File: src/design/sifh_params.svh
// widths, frame geometry and drain length of the depth estimator
`ifndef SIFH_PARAMS_SVH
`define SIFH_PARAMS_SVH

// timestamp width in bits
`define SIFH_NP 8

// histogram address width, bins per histogram
`define SIFH_NB 4
`define SIFH_BINS (1 << `SIFH_NB)

// pixels served by one estimator
`define SIFH_PIXELS 4

// samples per pixel in one acquisition
`define SIFH_DATA_NUM 4

// acquisitions per pass
`define SIFH_ACQ_NUM 3

// bin counter width, must hold DATA_NUM * ACQ_NUM
`define SIFH_CNT_W 6

// idle cycles between passes so the pipeline empties
`define SIFH_DRAIN 3

`endif

File: src/design/sifhPkg.sv
// shared types: timestamp, bin address, bin count, pixel index, sequencer state
`include "sifh_params.svh"

package sifhPkg;

    // one photon time code, all ones means no photon
    typedef logic [`SIFH_NP-1:0] timestampT;

    // histogram bin index
    typedef logic [`SIFH_NB-1:0] binAddrT;

    // occupancy of one bin
    typedef logic [`SIFH_CNT_W-1:0] binCountT;

    // pixel number within the array
    typedef logic [$clog2(`SIFH_PIXELS)-1:0] pixelIdxT;

    // pass sequence of one frame
    typedef enum logic [1:0] {
        COARSE,
        DRAIN_C,
        FINE,
        DRAIN_F
    } seqStateT;

endpackage

File: src/design/binUpdateIf.sv
// interface for one histogram bin update, builder to peak detector
`timescale 1ns/100ps

interface binUpdateIf;
    import sifhPkg::*;

    // one update per cycle with valid high, no back-pressure
    logic     valid;
    pixelIdxT pixel;
    binAddrT  bin;
    // count after the increment
    binCountT count;

    modport source (
        output valid,
        output pixel,
        output bin,
        output count
    );

    modport sink (
        input valid,
        input pixel,
        input bin,
        input count
    );

endinterface

File: src/design/dataFilter.sv
// sample filter: bin address per pass, drops no-photon and out-of-window codes
`timescale 1ns/100ps
`include "sifh_params.svh"

module dataFilter (
    input  logic                                    clk,
    input  logic                                    combin_res,
    input  logic                                    wrEn,
    input  sifhPkg::timestampT                      data,
    input  logic                                    pass,
    input  sifhPkg::pixelIdxT                       pixel,
    input  sifhPkg::timestampT [`SIFH_PIXELS-1:0]   winLower,
    output logic                                    sampleValid,
    output sifhPkg::pixelIdxT                       samplePixel,
    output sifhPkg::binAddrT                        sampleBin
);
    import sifhPkg::*;

    localparam timestampT NO_PHOTON = '1;
    // fine window spans 2^Nb codes
    localparam logic [`SIFH_NP:0] WIN_SPAN = (`SIFH_NP+1)'(`SIFH_BINS);

    timestampT         lower;
    logic [`SIFH_NP:0] offset;
    logic              inWindow;
    logic              keep;
    binAddrT           binNext;

    always_comb begin
        lower = winLower[pixel];
        // extra msb catches data below the lower bound
        offset = {1'b0, data} - {1'b0, lower};
        inWindow = !offset[`SIFH_NP] && (offset < WIN_SPAN);
        // coarse pass uses top bits, fine pass the window offset
        if (pass) begin
            binNext = offset[`SIFH_NB-1:0];
        end else begin
            binNext = data[`SIFH_NP-1 -: `SIFH_NB];
        end
        keep = wrEn && (data != NO_PHOTON) && (!pass || inWindow);
    end

    always_ff @(posedge clk or negedge combin_res) begin
        if (!combin_res) begin
            sampleValid <= 1'b0;
        end else begin
            sampleValid <= keep;
        end
    end

    // payload follows the strobe
    always_ff @(posedge clk) begin
        if (keep) begin
            samplePixel <= pixel;
            sampleBin   <= binNext;
        end
    end

endmodule

File: src/design/frameSequencer.sv
// sample, pixel and acquisition counters, pass FSM, drains, clear and latch pulses
`timescale 1ns/100ps
`include "sifh_params.svh"

module frameSequencer (
    input  logic               clk,
    input  logic               combin_res,
    input  logic               wrEn,
    output logic               pass,
    output sifhPkg::pixelIdxT  pixel,
    output logic               histClear,
    output logic               latchWindow,
    output logic               latchResult,
    output logic               acqReady
);
    import sifhPkg::*;

    localparam int SAMPLE_W = $clog2(`SIFH_DATA_NUM);
    localparam int ACQ_W    = $clog2(`SIFH_ACQ_NUM);
    localparam int DRAIN_W  = $clog2(`SIFH_DRAIN + 1);

    seqStateT            state;
    logic [SAMPLE_W-1:0] sampleCnt;
    pixelIdxT            pixelCnt;
    logic [ACQ_W-1:0]    acqCnt;
    logic [DRAIN_W-1:0]  drainCnt;

    logic sampleTake;
    logic sampleWrap;
    logic pixelWrap;
    logic lastSample;
    logic drainDone;

    // ********************************************************************
    // decode
    // ********************************************************************

    always_comb begin
        // source may write only in the two counting states
        acqReady    = (state == COARSE) || (state == FINE);
        pass        = (state == FINE) || (state == DRAIN_F);
        pixel       = pixelCnt;
        sampleTake  = wrEn && acqReady;
        sampleWrap  = sampleCnt == SAMPLE_W'(`SIFH_DATA_NUM - 1);
        pixelWrap   = pixelCnt == pixelIdxT'(`SIFH_PIXELS - 1);
        lastSample  = sampleWrap && pixelWrap && (acqCnt == ACQ_W'(`SIFH_ACQ_NUM - 1));
        drainDone   = drainCnt == DRAIN_W'(`SIFH_DRAIN - 1);
        // latches fire in the last drain cycle
        latchWindow = (state == DRAIN_C) && drainDone;
        latchResult = (state == DRAIN_F) && drainDone;
    end

    // ********************************************************************
    // counters
    // ********************************************************************

    // all three wrap together on the last sample of a pass
    always_ff @(posedge clk or negedge combin_res) begin
        if (!combin_res) begin
            sampleCnt <= '0;
            pixelCnt  <= '0;
            acqCnt    <= '0;
        end else if (sampleTake) begin
            sampleCnt <= sampleWrap ? '0 : sampleCnt + SAMPLE_W'(1);
            if (sampleWrap) begin
                pixelCnt <= pixelWrap ? '0 : pixelCnt + pixelIdxT'(1);
                if (pixelWrap) begin
                    acqCnt <= lastSample ? '0 : acqCnt + ACQ_W'(1);
                end
            end
        end
    end

    // ********************************************************************
    // pass FSM
    // ********************************************************************

    always_ff @(posedge clk or negedge combin_res) begin
        if (!combin_res) begin
            state     <= COARSE;
            drainCnt  <= '0;
            histClear <= 1'b0;
        end else begin
            // clear follows each latch by one cycle
            histClear <= latchWindow || latchResult;
            case (state)
                COARSE: begin
                    if (sampleTake && lastSample) begin
                        state <= DRAIN_C;
                    end
                end
                DRAIN_C: begin
                    drainCnt <= drainDone ? '0 : drainCnt + DRAIN_W'(1);
                    if (drainDone) begin
                        state <= FINE;
                    end
                end
                FINE: begin
                    if (sampleTake && lastSample) begin
                        state <= DRAIN_F;
                    end
                end
                default: begin
                    // DRAIN_F, frame done afterwards
                    drainCnt <= drainDone ? '0 : drainCnt + DRAIN_W'(1);
                    if (drainDone) begin
                        state <= COARSE;
                    end
                end
            endcase
        end
    end

    // writes during a drain are lost, so the source must watch acqReady
    a_wrDuringDrain: assert property (@(posedge clk) disable iff (!combin_res)
        wrEn |-> acqReady)
        else $error("write strobe while acquisition not ready");

endmodule

File: src/design/histogramBuilder.sv
// per-pixel histogram in flops with lazy clear and single-cycle increment
`timescale 1ns/100ps
`include "sifh_params.svh"

module histogramBuilder (
    input  logic               clk,
    input  logic               combin_res,
    input  logic               histClear,
    input  logic               sampleValid,
    input  sifhPkg::pixelIdxT  samplePixel,
    input  sifhPkg::binAddrT   sampleBin,
    binUpdateIf.source         upd
);
    import sifhPkg::*;

    // ********************************************************************
    // storage
    // ********************************************************************

    // bin counts, meaningful only where the valid bit is set
    binCountT countArr [`SIFH_PIXELS][`SIFH_BINS];
    // one valid bit per bin, clearing them empties every histogram
    logic [`SIFH_PIXELS-1:0][`SIFH_BINS-1:0] binValid;

    binCountT curCount;
    binCountT newCount;

    // read side, stale bins read as zero
    always_comb begin
        if (binValid[samplePixel][sampleBin]) begin
            curCount = countArr[samplePixel][sampleBin];
        end else begin
            curCount = '0;
        end
        newCount = curCount + binCountT'(1);
    end

    // ********************************************************************
    // update
    // ********************************************************************

    always_ff @(posedge clk or negedge combin_res) begin
        if (!combin_res) begin
            binValid  <= '0;
            upd.valid <= 1'b0;
        end else if (histClear) begin
            binValid  <= '0;
            upd.valid <= 1'b0;
        end else begin
            upd.valid <= sampleValid;
            if (sampleValid) begin
                binValid[samplePixel][sampleBin] <= 1'b1;
            end
        end
    end

    // array write lands before the next read, so repeats need no bypass
    always_ff @(posedge clk) begin
        if (sampleValid) begin
            countArr[samplePixel][sampleBin] <= newCount;
        end
    end

    // new count travels to the peak detector
    always_ff @(posedge clk) begin
        if (sampleValid) begin
            upd.pixel <= samplePixel;
            upd.bin   <= sampleBin;
            upd.count <= newCount;
        end
    end

    // frame geometry must keep every bin below its counter limit
    a_noWrap: assert property (@(posedge clk) disable iff (!combin_res)
        sampleValid && !histClear |-> newCount != '0)
        else $error("histogram bin count wrapped");

endmodule

File: src/design/peakDetector.sv
// running maximum per pixel, bin of the first bin to reach it
`timescale 1ns/100ps
`include "sifh_params.svh"

module peakDetector (
    input  logic                                  clk,
    input  logic                                  combin_res,
    input  logic                                  histClear,
    binUpdateIf.sink                              upd,
    output sifhPkg::binAddrT [`SIFH_PIXELS-1:0]   peakBins
);
    import sifhPkg::*;

    // highest count seen per pixel in this pass
    binCountT maxCount [`SIFH_PIXELS];

    logic beatsMax;

    // strict compare, ties keep the earlier bin
    always_comb begin
        beatsMax = upd.valid && (upd.count > maxCount[upd.pixel]);
    end

    always_ff @(posedge clk or negedge combin_res) begin
        if (!combin_res) begin
            for (int p = 0; p < `SIFH_PIXELS; p++) begin
                maxCount[p] <= '0;
                peakBins[p] <= '0;
            end
        end else if (histClear) begin
            // new pass starts from an empty histogram
            for (int p = 0; p < `SIFH_PIXELS; p++) begin
                maxCount[p] <= '0;
                peakBins[p] <= '0;
            end
        end else if (beatsMax) begin
            maxCount[upd.pixel] <= upd.count;
            peakBins[upd.pixel] <= upd.bin;
        end
    end

endmodule

File: src/design/sifhTop.sv
// top level of the two-pass depth estimator, plain ports
`timescale 1ns/100ps
`include "sifh_params.svh"

module sifhTop (
    input  logic                               clk,
    input  logic                               combin_res,
    input  logic                               wrEn,
    input  logic [`SIFH_NP-1:0]                data,
    output logic                               acqReady,
    output logic                               resultValid,
    output logic [`SIFH_PIXELS*`SIFH_NP-1:0]   result
);
    import sifhPkg::*;

    // ********************************************************************
    // internal nets
    // ********************************************************************

    logic     pass;
    pixelIdxT pixel;
    logic     histClear;
    logic     latchWindow;
    logic     latchResult;
    logic     sampleWr;

    logic     sampleValid;
    pixelIdxT samplePixel;
    binAddrT  sampleBin;

    binAddrT   [`SIFH_PIXELS-1:0] peakBins;
    timestampT [`SIFH_PIXELS-1:0] winLower;

    binUpdateIf updBus ();

    // samples offered during a drain never reach the filter
    assign sampleWr = wrEn && acqReady;

    // ********************************************************************
    // blocks
    // ********************************************************************

    frameSequencer u_frameSequencer (
        .clk         (clk),
        .combin_res  (combin_res),
        .wrEn        (wrEn),
        .pass        (pass),
        .pixel       (pixel),
        .histClear   (histClear),
        .latchWindow (latchWindow),
        .latchResult (latchResult),
        .acqReady    (acqReady)
    );

    dataFilter u_dataFilter (
        .clk         (clk),
        .combin_res  (combin_res),
        .wrEn        (sampleWr),
        .data        (data),
        .pass        (pass),
        .pixel       (pixel),
        .winLower    (winLower),
        .sampleValid (sampleValid),
        .samplePixel (samplePixel),
        .sampleBin   (sampleBin)
    );

    histogramBuilder u_histogramBuilder (
        .clk         (clk),
        .combin_res  (combin_res),
        .histClear   (histClear),
        .sampleValid (sampleValid),
        .samplePixel (samplePixel),
        .sampleBin   (sampleBin),
        .upd         (updBus.source)
    );

    peakDetector u_peakDetector (
        .clk        (clk),
        .combin_res (combin_res),
        .histClear  (histClear),
        .upd        (updBus.sink),
        .peakBins   (peakBins)
    );

    // pixel 0 lands in the low bits of result
    windowCalc u_windowCalc (
        .clk         (clk),
        .combin_res  (combin_res),
        .latchWindow (latchWindow),
        .latchResult (latchResult),
        .peakBins    (peakBins),
        .winLower    (winLower),
        .result      (result),
        .resultValid (resultValid)
    );

endmodule

File: src/design/windowCalc.sv
// fine window bounds from coarse peaks, final depth per pixel
`timescale 1ns/100ps
`include "sifh_params.svh"

module windowCalc (
    input  logic                                    clk,
    input  logic                                    combin_res,
    input  logic                                    latchWindow,
    input  logic                                    latchResult,
    input  sifhPkg::binAddrT [`SIFH_PIXELS-1:0]     peakBins,
    output sifhPkg::timestampT [`SIFH_PIXELS-1:0]   winLower,
    output sifhPkg::timestampT [`SIFH_PIXELS-1:0]   result,
    output logic                                    resultValid
);
    import sifhPkg::*;

    // half window, SB
    localparam timestampT HALF = timestampT'(`SIFH_BINS / 2);
    // highest code, all ones
    localparam timestampT TOP = '1;
    // highest legal lower bound, top - 1 - 2*SB
    localparam timestampT CLAMP = TOP - timestampT'(`SIFH_BINS) - timestampT'(1);

    // ********************************************************************
    // window rule
    // ********************************************************************

    function automatic timestampT calcLower(binAddrT peak);
        timestampT centre;
        // coarse bin back on the full code scale
        centre = {peak, {(`SIFH_NP - `SIFH_NB){1'b0}}};
        if (centre <= HALF) begin
            return '0;
        end else if (centre > CLAMP) begin
            return CLAMP;
        end else begin
            return centre - HALF;
        end
    endfunction

    logic winOk;

    // every window must fit below the top code
    always_comb begin
        winOk = 1'b1;
        for (int p = 0; p < `SIFH_PIXELS; p++) begin
            if ({1'b0, winLower[p]} + (`SIFH_NP+1)'(`SIFH_BINS) > {1'b0, TOP}) begin
                winOk = 1'b0;
            end
        end
    end

    always_ff @(posedge clk or negedge combin_res) begin
        if (!combin_res) begin
            winLower <= '0;
        end else if (latchWindow) begin
            for (int p = 0; p < `SIFH_PIXELS; p++) begin
                winLower[p] <= calcLower(peakBins[p]);
            end
        end
    end

    // ********************************************************************
    // result
    // ********************************************************************

    always_ff @(posedge clk or negedge combin_res) begin
        if (!combin_res) begin
            resultValid <= 1'b0;
        end else begin
            resultValid <= latchResult;
        end
    end

    // depth holds until the next frame ends
    always_ff @(posedge clk) begin
        if (latchResult) begin
            for (int p = 0; p < `SIFH_PIXELS; p++) begin
                result[p] <= winLower[p] + timestampT'(peakBins[p]);
            end
        end
    end

    a_winRange: assert property (@(posedge clk) disable iff (!combin_res) winOk)
        else $error("fine window exceeds the code range");

endmodule

File: config.mk
export PLATFORM = sky130hd
export DESIGN_NAME = sifhTop
export DESIGN_NICKNAME = d
export VERILOG_FILES = /design/src/design/sifhPkg.sv /design/src/design/binUpdateIf.sv /design/src/design/dataFilter.sv /design/src/design/frameSequencer.sv /design/src/design/histogramBuilder.sv /design/src/design/peakDetector.sv /design/src/design/sifhTop.sv /design/src/design/windowCalc.sv
export VERILOG_INCLUDE_DIRS = /design/src /design/src/design
export SDC_FILE = /design/constraint.sdc
export NUM_CORES = 1
export LEC_CHECK = 0
export ABC_AREA = 1
export BUFFER_PORTS_ARGS = -buffer_cell sky130_fd_sc_hd__buf_2
export CORE_AREA = 2 2 244 246
export CTS_CLUSTER_SIZE = 25
export DETAILED_ROUTE_END_ITERATION = 7
export DIE_AREA = 0 0 246 248
export PLACE_DENSITY_LB_ADDON = 0.15
export SLEW_MARGIN = 20
export SYNTH_ARGS = -nofsm -noshare
export SYNTH_HDL_FRONTEND = slang
export SYNTH_HIERARCHICAL = 1
export SYNTH_SLANG_ARGS = --single-unit
File: constraint.sdc
create_clock -name clk -period 11.7 [get_ports clk]
set_input_delay 1.17 -clock clk [delete_from_list [all_inputs] [get_ports clk]]
set_output_delay 1.17 -clock clk [all_outputs]
set_load 0.005 [all_outputs]
# ---- Word level (Yosys, flattened, before mapping)
# Memory sizes are Yosys's and may differ from the RTL's. A register that Yosys moved wholly into a read port is not among the register bits.
# Cells that the tools add are included.
# W data, S select, Z words.
dict set report totals {
  output_inout_bits 34
  ramBits 384
  reg_bits 200
  n_memories 1
}
dict set report classes {
  muxes 53
  bitwise 3
  add_sub_neg 14
  reduce_logical 29
  eq_ne 11
  magnitude_cmp 21
}
# memory words width read_ports rd_clocked_by_memory_dff write_ports line
set mem_list {}
lappend mem_list {u_histogramBuilder.countArr 4 96 1 1 1 histogramBuilder.sv:21} ;# binCountT countArr [`SIFH_PIXELS][`SIFH_BINS];
# op n
set op_table {}
lappend op_table {{$mux W64} 2}
lappend op_table {{$mux W96} 1}
lappend op_table {{$mux W8} 9}
lappend op_table {{$mux W16} 4}
lappend op_table {{$or A64 B64 Y64} 1}
lappend op_table {{$mux W24} 2}
lappend op_table {{$mux W6} 7}
lappend op_table {{$add A8 B4 Y8} 4}
lappend op_table {{$bmux W16 S2} 1}
lappend op_table {{$demux W16 S2} 1}
lappend op_table {{$gt A8 B8 Y1 const B} 4}
lappend op_table {{$le A8 B4 Y1 const B} 4}
lappend op_table {{$sub A8 B4 Y8 const B} 4}
lappend op_table {{$bmux W6 S4} 1}
lappend op_table {{$bwmux W24} 1}
lappend op_table {{$demux W6 S4} 1}
lappend op_table {{$mux W2} 9}
lappend op_table {{$bmux W8 S2} 1}
lappend op_table {{$bwmux W16} 1}
lappend op_table {{$logic_and A1 B1 Y1} 15}
lappend op_table {{$bmux W6 S2} 1}
lappend op_table {{$demux W6 S2} 1}
lappend op_table {{$eq A2 B2 Y1 const B} 6}
lappend op_table {{$lt A2 B3 Y1 const B} 3}
lappend op_table {{33 further kinds} 47}

# ---- Depth between registers and ports, before layout
dict set report depth {
  ltp_word 9
  depth_mapped 20
  mapped_depth_nobuf 18
}

# ---- Hierarchy
# The synthesis kept the hierarchy.
# module seq_area_each_um2 cells_per_inst n_inst area_each_um2
set by_module_without_submodules {}
lappend by_module_without_submodules {histogramBuilder 13518.0 1857 1 19167.1}
lappend by_module_without_submodules {windowCalc 1586.5 354 1 3118.0}
lappend by_module_without_submodules {peakDetector 1001.0 257 1 2144.6}
lappend by_module_without_submodules {dataFilter 205.2 149 1 950.9}
lappend by_module_without_submodules {frameSequencer 275.3 70 1 611.8}
lappend by_module_without_submodules {sifhTop 0.0 2 1 7.5}

# ---- Worst setup path before layout
# OpenSTA, ideal clock, no wires.
dict set report synth_timing {
  path_kind {register -> register}
  from {register u_dataFilter.samplePixel[0]}
  to {memory u_histogramBuilder/countArr[0][14] (netlist bit) (data pin)}
  period_less_slack_ps 3991
  setup_ps 503
  slack_ps 7709
  arrival_ps 3487
  stages_incl_launch_ff 18
  cell_sequence {edfxtp_1 buf_4 nand2_2 inv_4 buf_6 nand2_1 nand2_1 o21ai_0 nand2_1 inv_1 nand2_1 nor2_1 nand2_1 and2_1 ha_1 nand3_1 inv_1 nor2_1}
}
dict set report synth_between {
  elab_chain_cells 6
}
# item line
set synth_lines {}
lappend synth_lines {{start, declared} dataFilter.sv:14} ;# output sifhPkg::pixelIdxT samplePixel,
lappend synth_lines {{start signal, assigned} dataFilter.sv:54} ;# samplePixel <= pixel;
lappend synth_lines {{$bmux W16 S2} histogramBuilder.sv:30} ;# if (binValid[samplePixel][sampleBin]) begin
lappend synth_lines {{$mux W16 (not written as such)} histogramBuilder.sv:30}
lappend synth_lines {{$bmux W1 S4} histogramBuilder.sv:30}
lappend synth_lines {{$mux W1 (not written as such)} histogramBuilder.sv:30}
lappend synth_lines {{$mux W6} histogramBuilder.sv:30}
lappend synth_lines {{$add A6 B1 Y6} histogramBuilder.sv:35} ;# newCount = curCount + binCountT'(1);
lappend synth_lines {{net u_histogramBuilder.newCount[2]} histogramBuilder.sv:26} ;# binCountT newCount;
lappend synth_lines {{end, declared} histogramBuilder.sv:21}
# The timed path passes the listed nets, and every way through them passes these cells. The select of a mux whose other input is x is not followed.

# ---- Final worst setup path
dict set report layout_timing {
  from {register u_dataFilter.samplePixel[0]}
  to {memory u_histogramBuilder/countArr[1][86] (netlist bit) (data pin)}
}
# The elaborated chain is that of the path after synthesis.

==> metrics <==
status completed; Resized cells post-CTS 0; depth of the CTS H-tree 2; Final Cycle Share approximately two fifths; Post-synth EDFFs about 430; CP arrival 5.17 ns; vias per std cell between 5 and 6; First-pass DRT Iterations 7; CTS tree built; clock tree buffer depth 3; max incr delay on CP 0.76 ns; final hold violation count 0; largest net degree at the start of global routing around 150; Buffers on Ports 44; CP endpoint kind register; most frequent CP cell nand2_1; R2R depth 16; Leakage between 10 and 15 nW; largest area contributor in the netlist edfxtp_1; area of the multi-input gates 8230 µm²; Reg area ~17000 µm²; RSZ-0062 raised after global routing false; aggregate global-route resource usage a little over a fifth; dpl hpwl around 40 mm; Placed Area ~27000 µm²; first-pass GRT wire length between 100 and 150 mm; die area around 61000 µm²; Pwr Density ~220 nW/µm²; vias after detailed routing 18.3k; Max VDD drop ~0.13 mV; sequential fraction of the synthesis area between 60% and 70%; CTS buffer count 61; Yosys cell types between 40 and 50; Die Y 248 µm; row count 89; CTS root buf clkbuf_16; Final nets roughly 2.8k; Post-DRT Antenna Nets 0; fill count approximately 5.4k; most common cell in the netlist nand2_1; Slew Limit Fails 0; Worst-Skew Late Latency around 0.63 ns; Worst Hold Path Cells 1; Setup-failing EPs final 0; vias in the first global route between 15k and 20k; Synth warnings 6; startpoint types register; dominant synthesized flop cell edfxtp_1; Slew HR around a third; CTS hold repair buffers 0; drt drc 0; Post-Syn Instances roughly 2.7k; clock-pin slew on the worst setup and hold paths ~0.06 ns; Placer Congestion 0.862; Final Cell Area around 29000 µm²; share of the synthesized area in the top cell type approximately 50%; Hold Slack approximately 0.48 ns; CP cell instances buf_12 > nand2_2 > inv_4 > nand2_1 > nand3_1 > nand2_1 > nand2_1 > nor2_1 > nor2_1 > nor2_1 > nand2_1 > and2_1 > ha_2 > a21oi_1 > nor2_4 > buf_4; CP max-delay cell inv_4; crit path time final a little under 5 ns; CTS sink cnt 576; Routed WL between 60 and 70 mm; Max Clock Skew 0.0232 ns; Fmax approximately 210 MHz; largest fanout on the critical path between 100 and 150; max_cap viols 0; Req. time, crit path around 12 ns; Pwr Total 6.46 mW; initial antenna violation count 0; post-synthesis register bit count about 580; top cells by count, synth nand2_1 (1138), edfxtp_1 (434), nor2_1 (289), inv_1 (149), dfrtp_1 (142); First DRT Iteration DRCs roughly 1.4k; ant diodes 0; share of cells above drive strength 1 just under 8%; worst min path class register to register; Die X-Extent 246 µm; Initial Utilization 44.5%; Post-CTS Setup Repair Bufs 0; critical path class register to register; core area around 58000 µm²; # IOs between 40 and 50; synth-to-layout area growth 10.7%; top post-synthesis cells by area edfxtp_1 (50%), nand2_1 (16%), dfrtp_1 (14%); post-synthesis average cell area slightly below 10 µm²; Post-synth ARST share 24.7%; DR WL/cell approximately 18 µm; grt ovf 0; TNS Setup 0 ns; Post-Syn Area 26000 µm²; worst slew pin tran approximately 0.98 ns
## kinds of logic (layout without fill, tap and decap cells)
kind of cell             Yosys count  after routing  share of synthesized area (%)
AND/OR/NAND/NOR                 1637           1637                           25.3
flip-flops                       576            576                           63.8
buffers and inverters            276            344                           4.75
AO/OA/AOI/OAI                    144            144                           3.50
adder cells (fa/ha/maj)           47             47                           2.41
XOR/XNOR                           8              8                          0.270
other                              1              4                         0.0144
## cell type report
type | instances | share of cell area [%]
clock buffer | 72 | 5.60
inverter | 161 | 2.12
tap | 773 | 3.36
sequential | 576 | 57.6
clock inverter | 44 | 1.26
multi-input combinational | 1840 | 28.6
timing repair buffer | 67 | 1.43
## worst max-delay path, delay by kind of cell, from the launching register on
family | cells | cell delay, ns
AND/OR/NAND/NOR | 11 | 1.93
buffers and inverters | 3 | 1.79
flip-flops | 1 | 0.44
adder cells (fa/ha/maj) | 1 | 0.20
AO/OA/AOI/OAI | 1 | 0.07
## metrics by stage
stage               instances  setup WS (ns)  util (%)
detailed placement       3417           6.58      45.8
CTS                      3533           6.55      49.2
floorplan                2692           7.71         -
finish                   3533           6.88      49.2
global route             3533           6.54      49.2
global placement         3417           6.75      45.8
## sequential cells by signal, indices dropped and copies added (netlist names), 2 cells and up
register	flops
u_dataFilter/sampleBin	4
u_dataFilter/samplePixel	2
u_frameSequencer/acqCnt	2
u_frameSequencer/drainCnt	2
u_frameSequencer/pixel	2
u_frameSequencer/sampleCnt	2
u_frameSequencer/state	2
u_histogramBuilder/binValid	64
u_histogramBuilder/countArr	384
u_histogramBuilder/upd.bin	4
u_histogramBuilder/upd.count	6
u_histogramBuilder/upd.pixel	2
u_peakDetector/maxCount	24
u_peakDetector/peakBins	16
u_windowCalc/result	32
u_windowCalc/winLower	24
## worst paths after layout
path / to / from / slack (ns)
setup reg to reg: u_histogramBuilder/countArr[1][86] / u_dataFilter/samplePixel[0] / 6.88
hold reg to reg: u_frameSequencer/acqCnt[1] / u_frameSequencer/acqCnt[1] / 0.48
max in group asynchronous: u_frameSequencer/histClear / combin_res / 9.77
setup / recovery: u_histogramBuilder/countArr[1][86] / u_dataFilter/samplePixel[0] / 6.88
min in group asynchronous: u_windowCalc/winLower[26] / combin_res / 0.65
hold / removal: u_frameSequencer/acqCnt[1] / u_frameSequencer/acqCnt[1] / 0.48
## where the power goes
part	switching [mW]	internal, mW	total, mW	leakage (nW)
sequential	0.171	2.54	2.71	5.79
combinational	1.32	0.517	1.84	5.58
clock	0.802	1.11	1.91	0.970
## per-layer routing
metal / GRT usage (%) / up-vias / routed length (µm)
met5: 0 / - / 0
met4: 6.31 / 0 / 1780
met3: 3.51 / 112 / 3860
met2: 36.9 / 532 / 31400
met1: 28.7 / 8849 / 28200
li1: - / 8851 / -
## layout by cell type, fill, tap and decap left out, drive strengths merged
master / netlist / layout
dfrtp: 142 / 142
a32oi: 1 / 1
nand3b: 4 / 4
ha: 42 / 42
or2: 2 / 2
xor2: 3 / 3
o21ai: 43 / 43
bufinv: 0 / 6
nand2: 1146 / 1146
a31oi: 3 / 3
nor2: 298 / 298
o22ai: 9 / 9
conb: 1 / 4
clkinvlp: 0 / 2
o21a: 2 / 2
inv: 158 / 160
a221oi: 1 / 1
nand4: 58 / 58
edfxtp: 434 / 434
clkbuf: 33 / 72
clkinv: 3 / 37
o21ba: 5 / 5
and2: 2 / 2
fa: 5 / 5
a22oi: 24 / 24
xnor2: 5 / 5
buf: 82 / 67
o21bai: 3 / 3
a32o: 6 / 6
a21oi: 47 / 47
nand3: 127 / 127
Note: power is estimated with default switching activity, not from simulation.
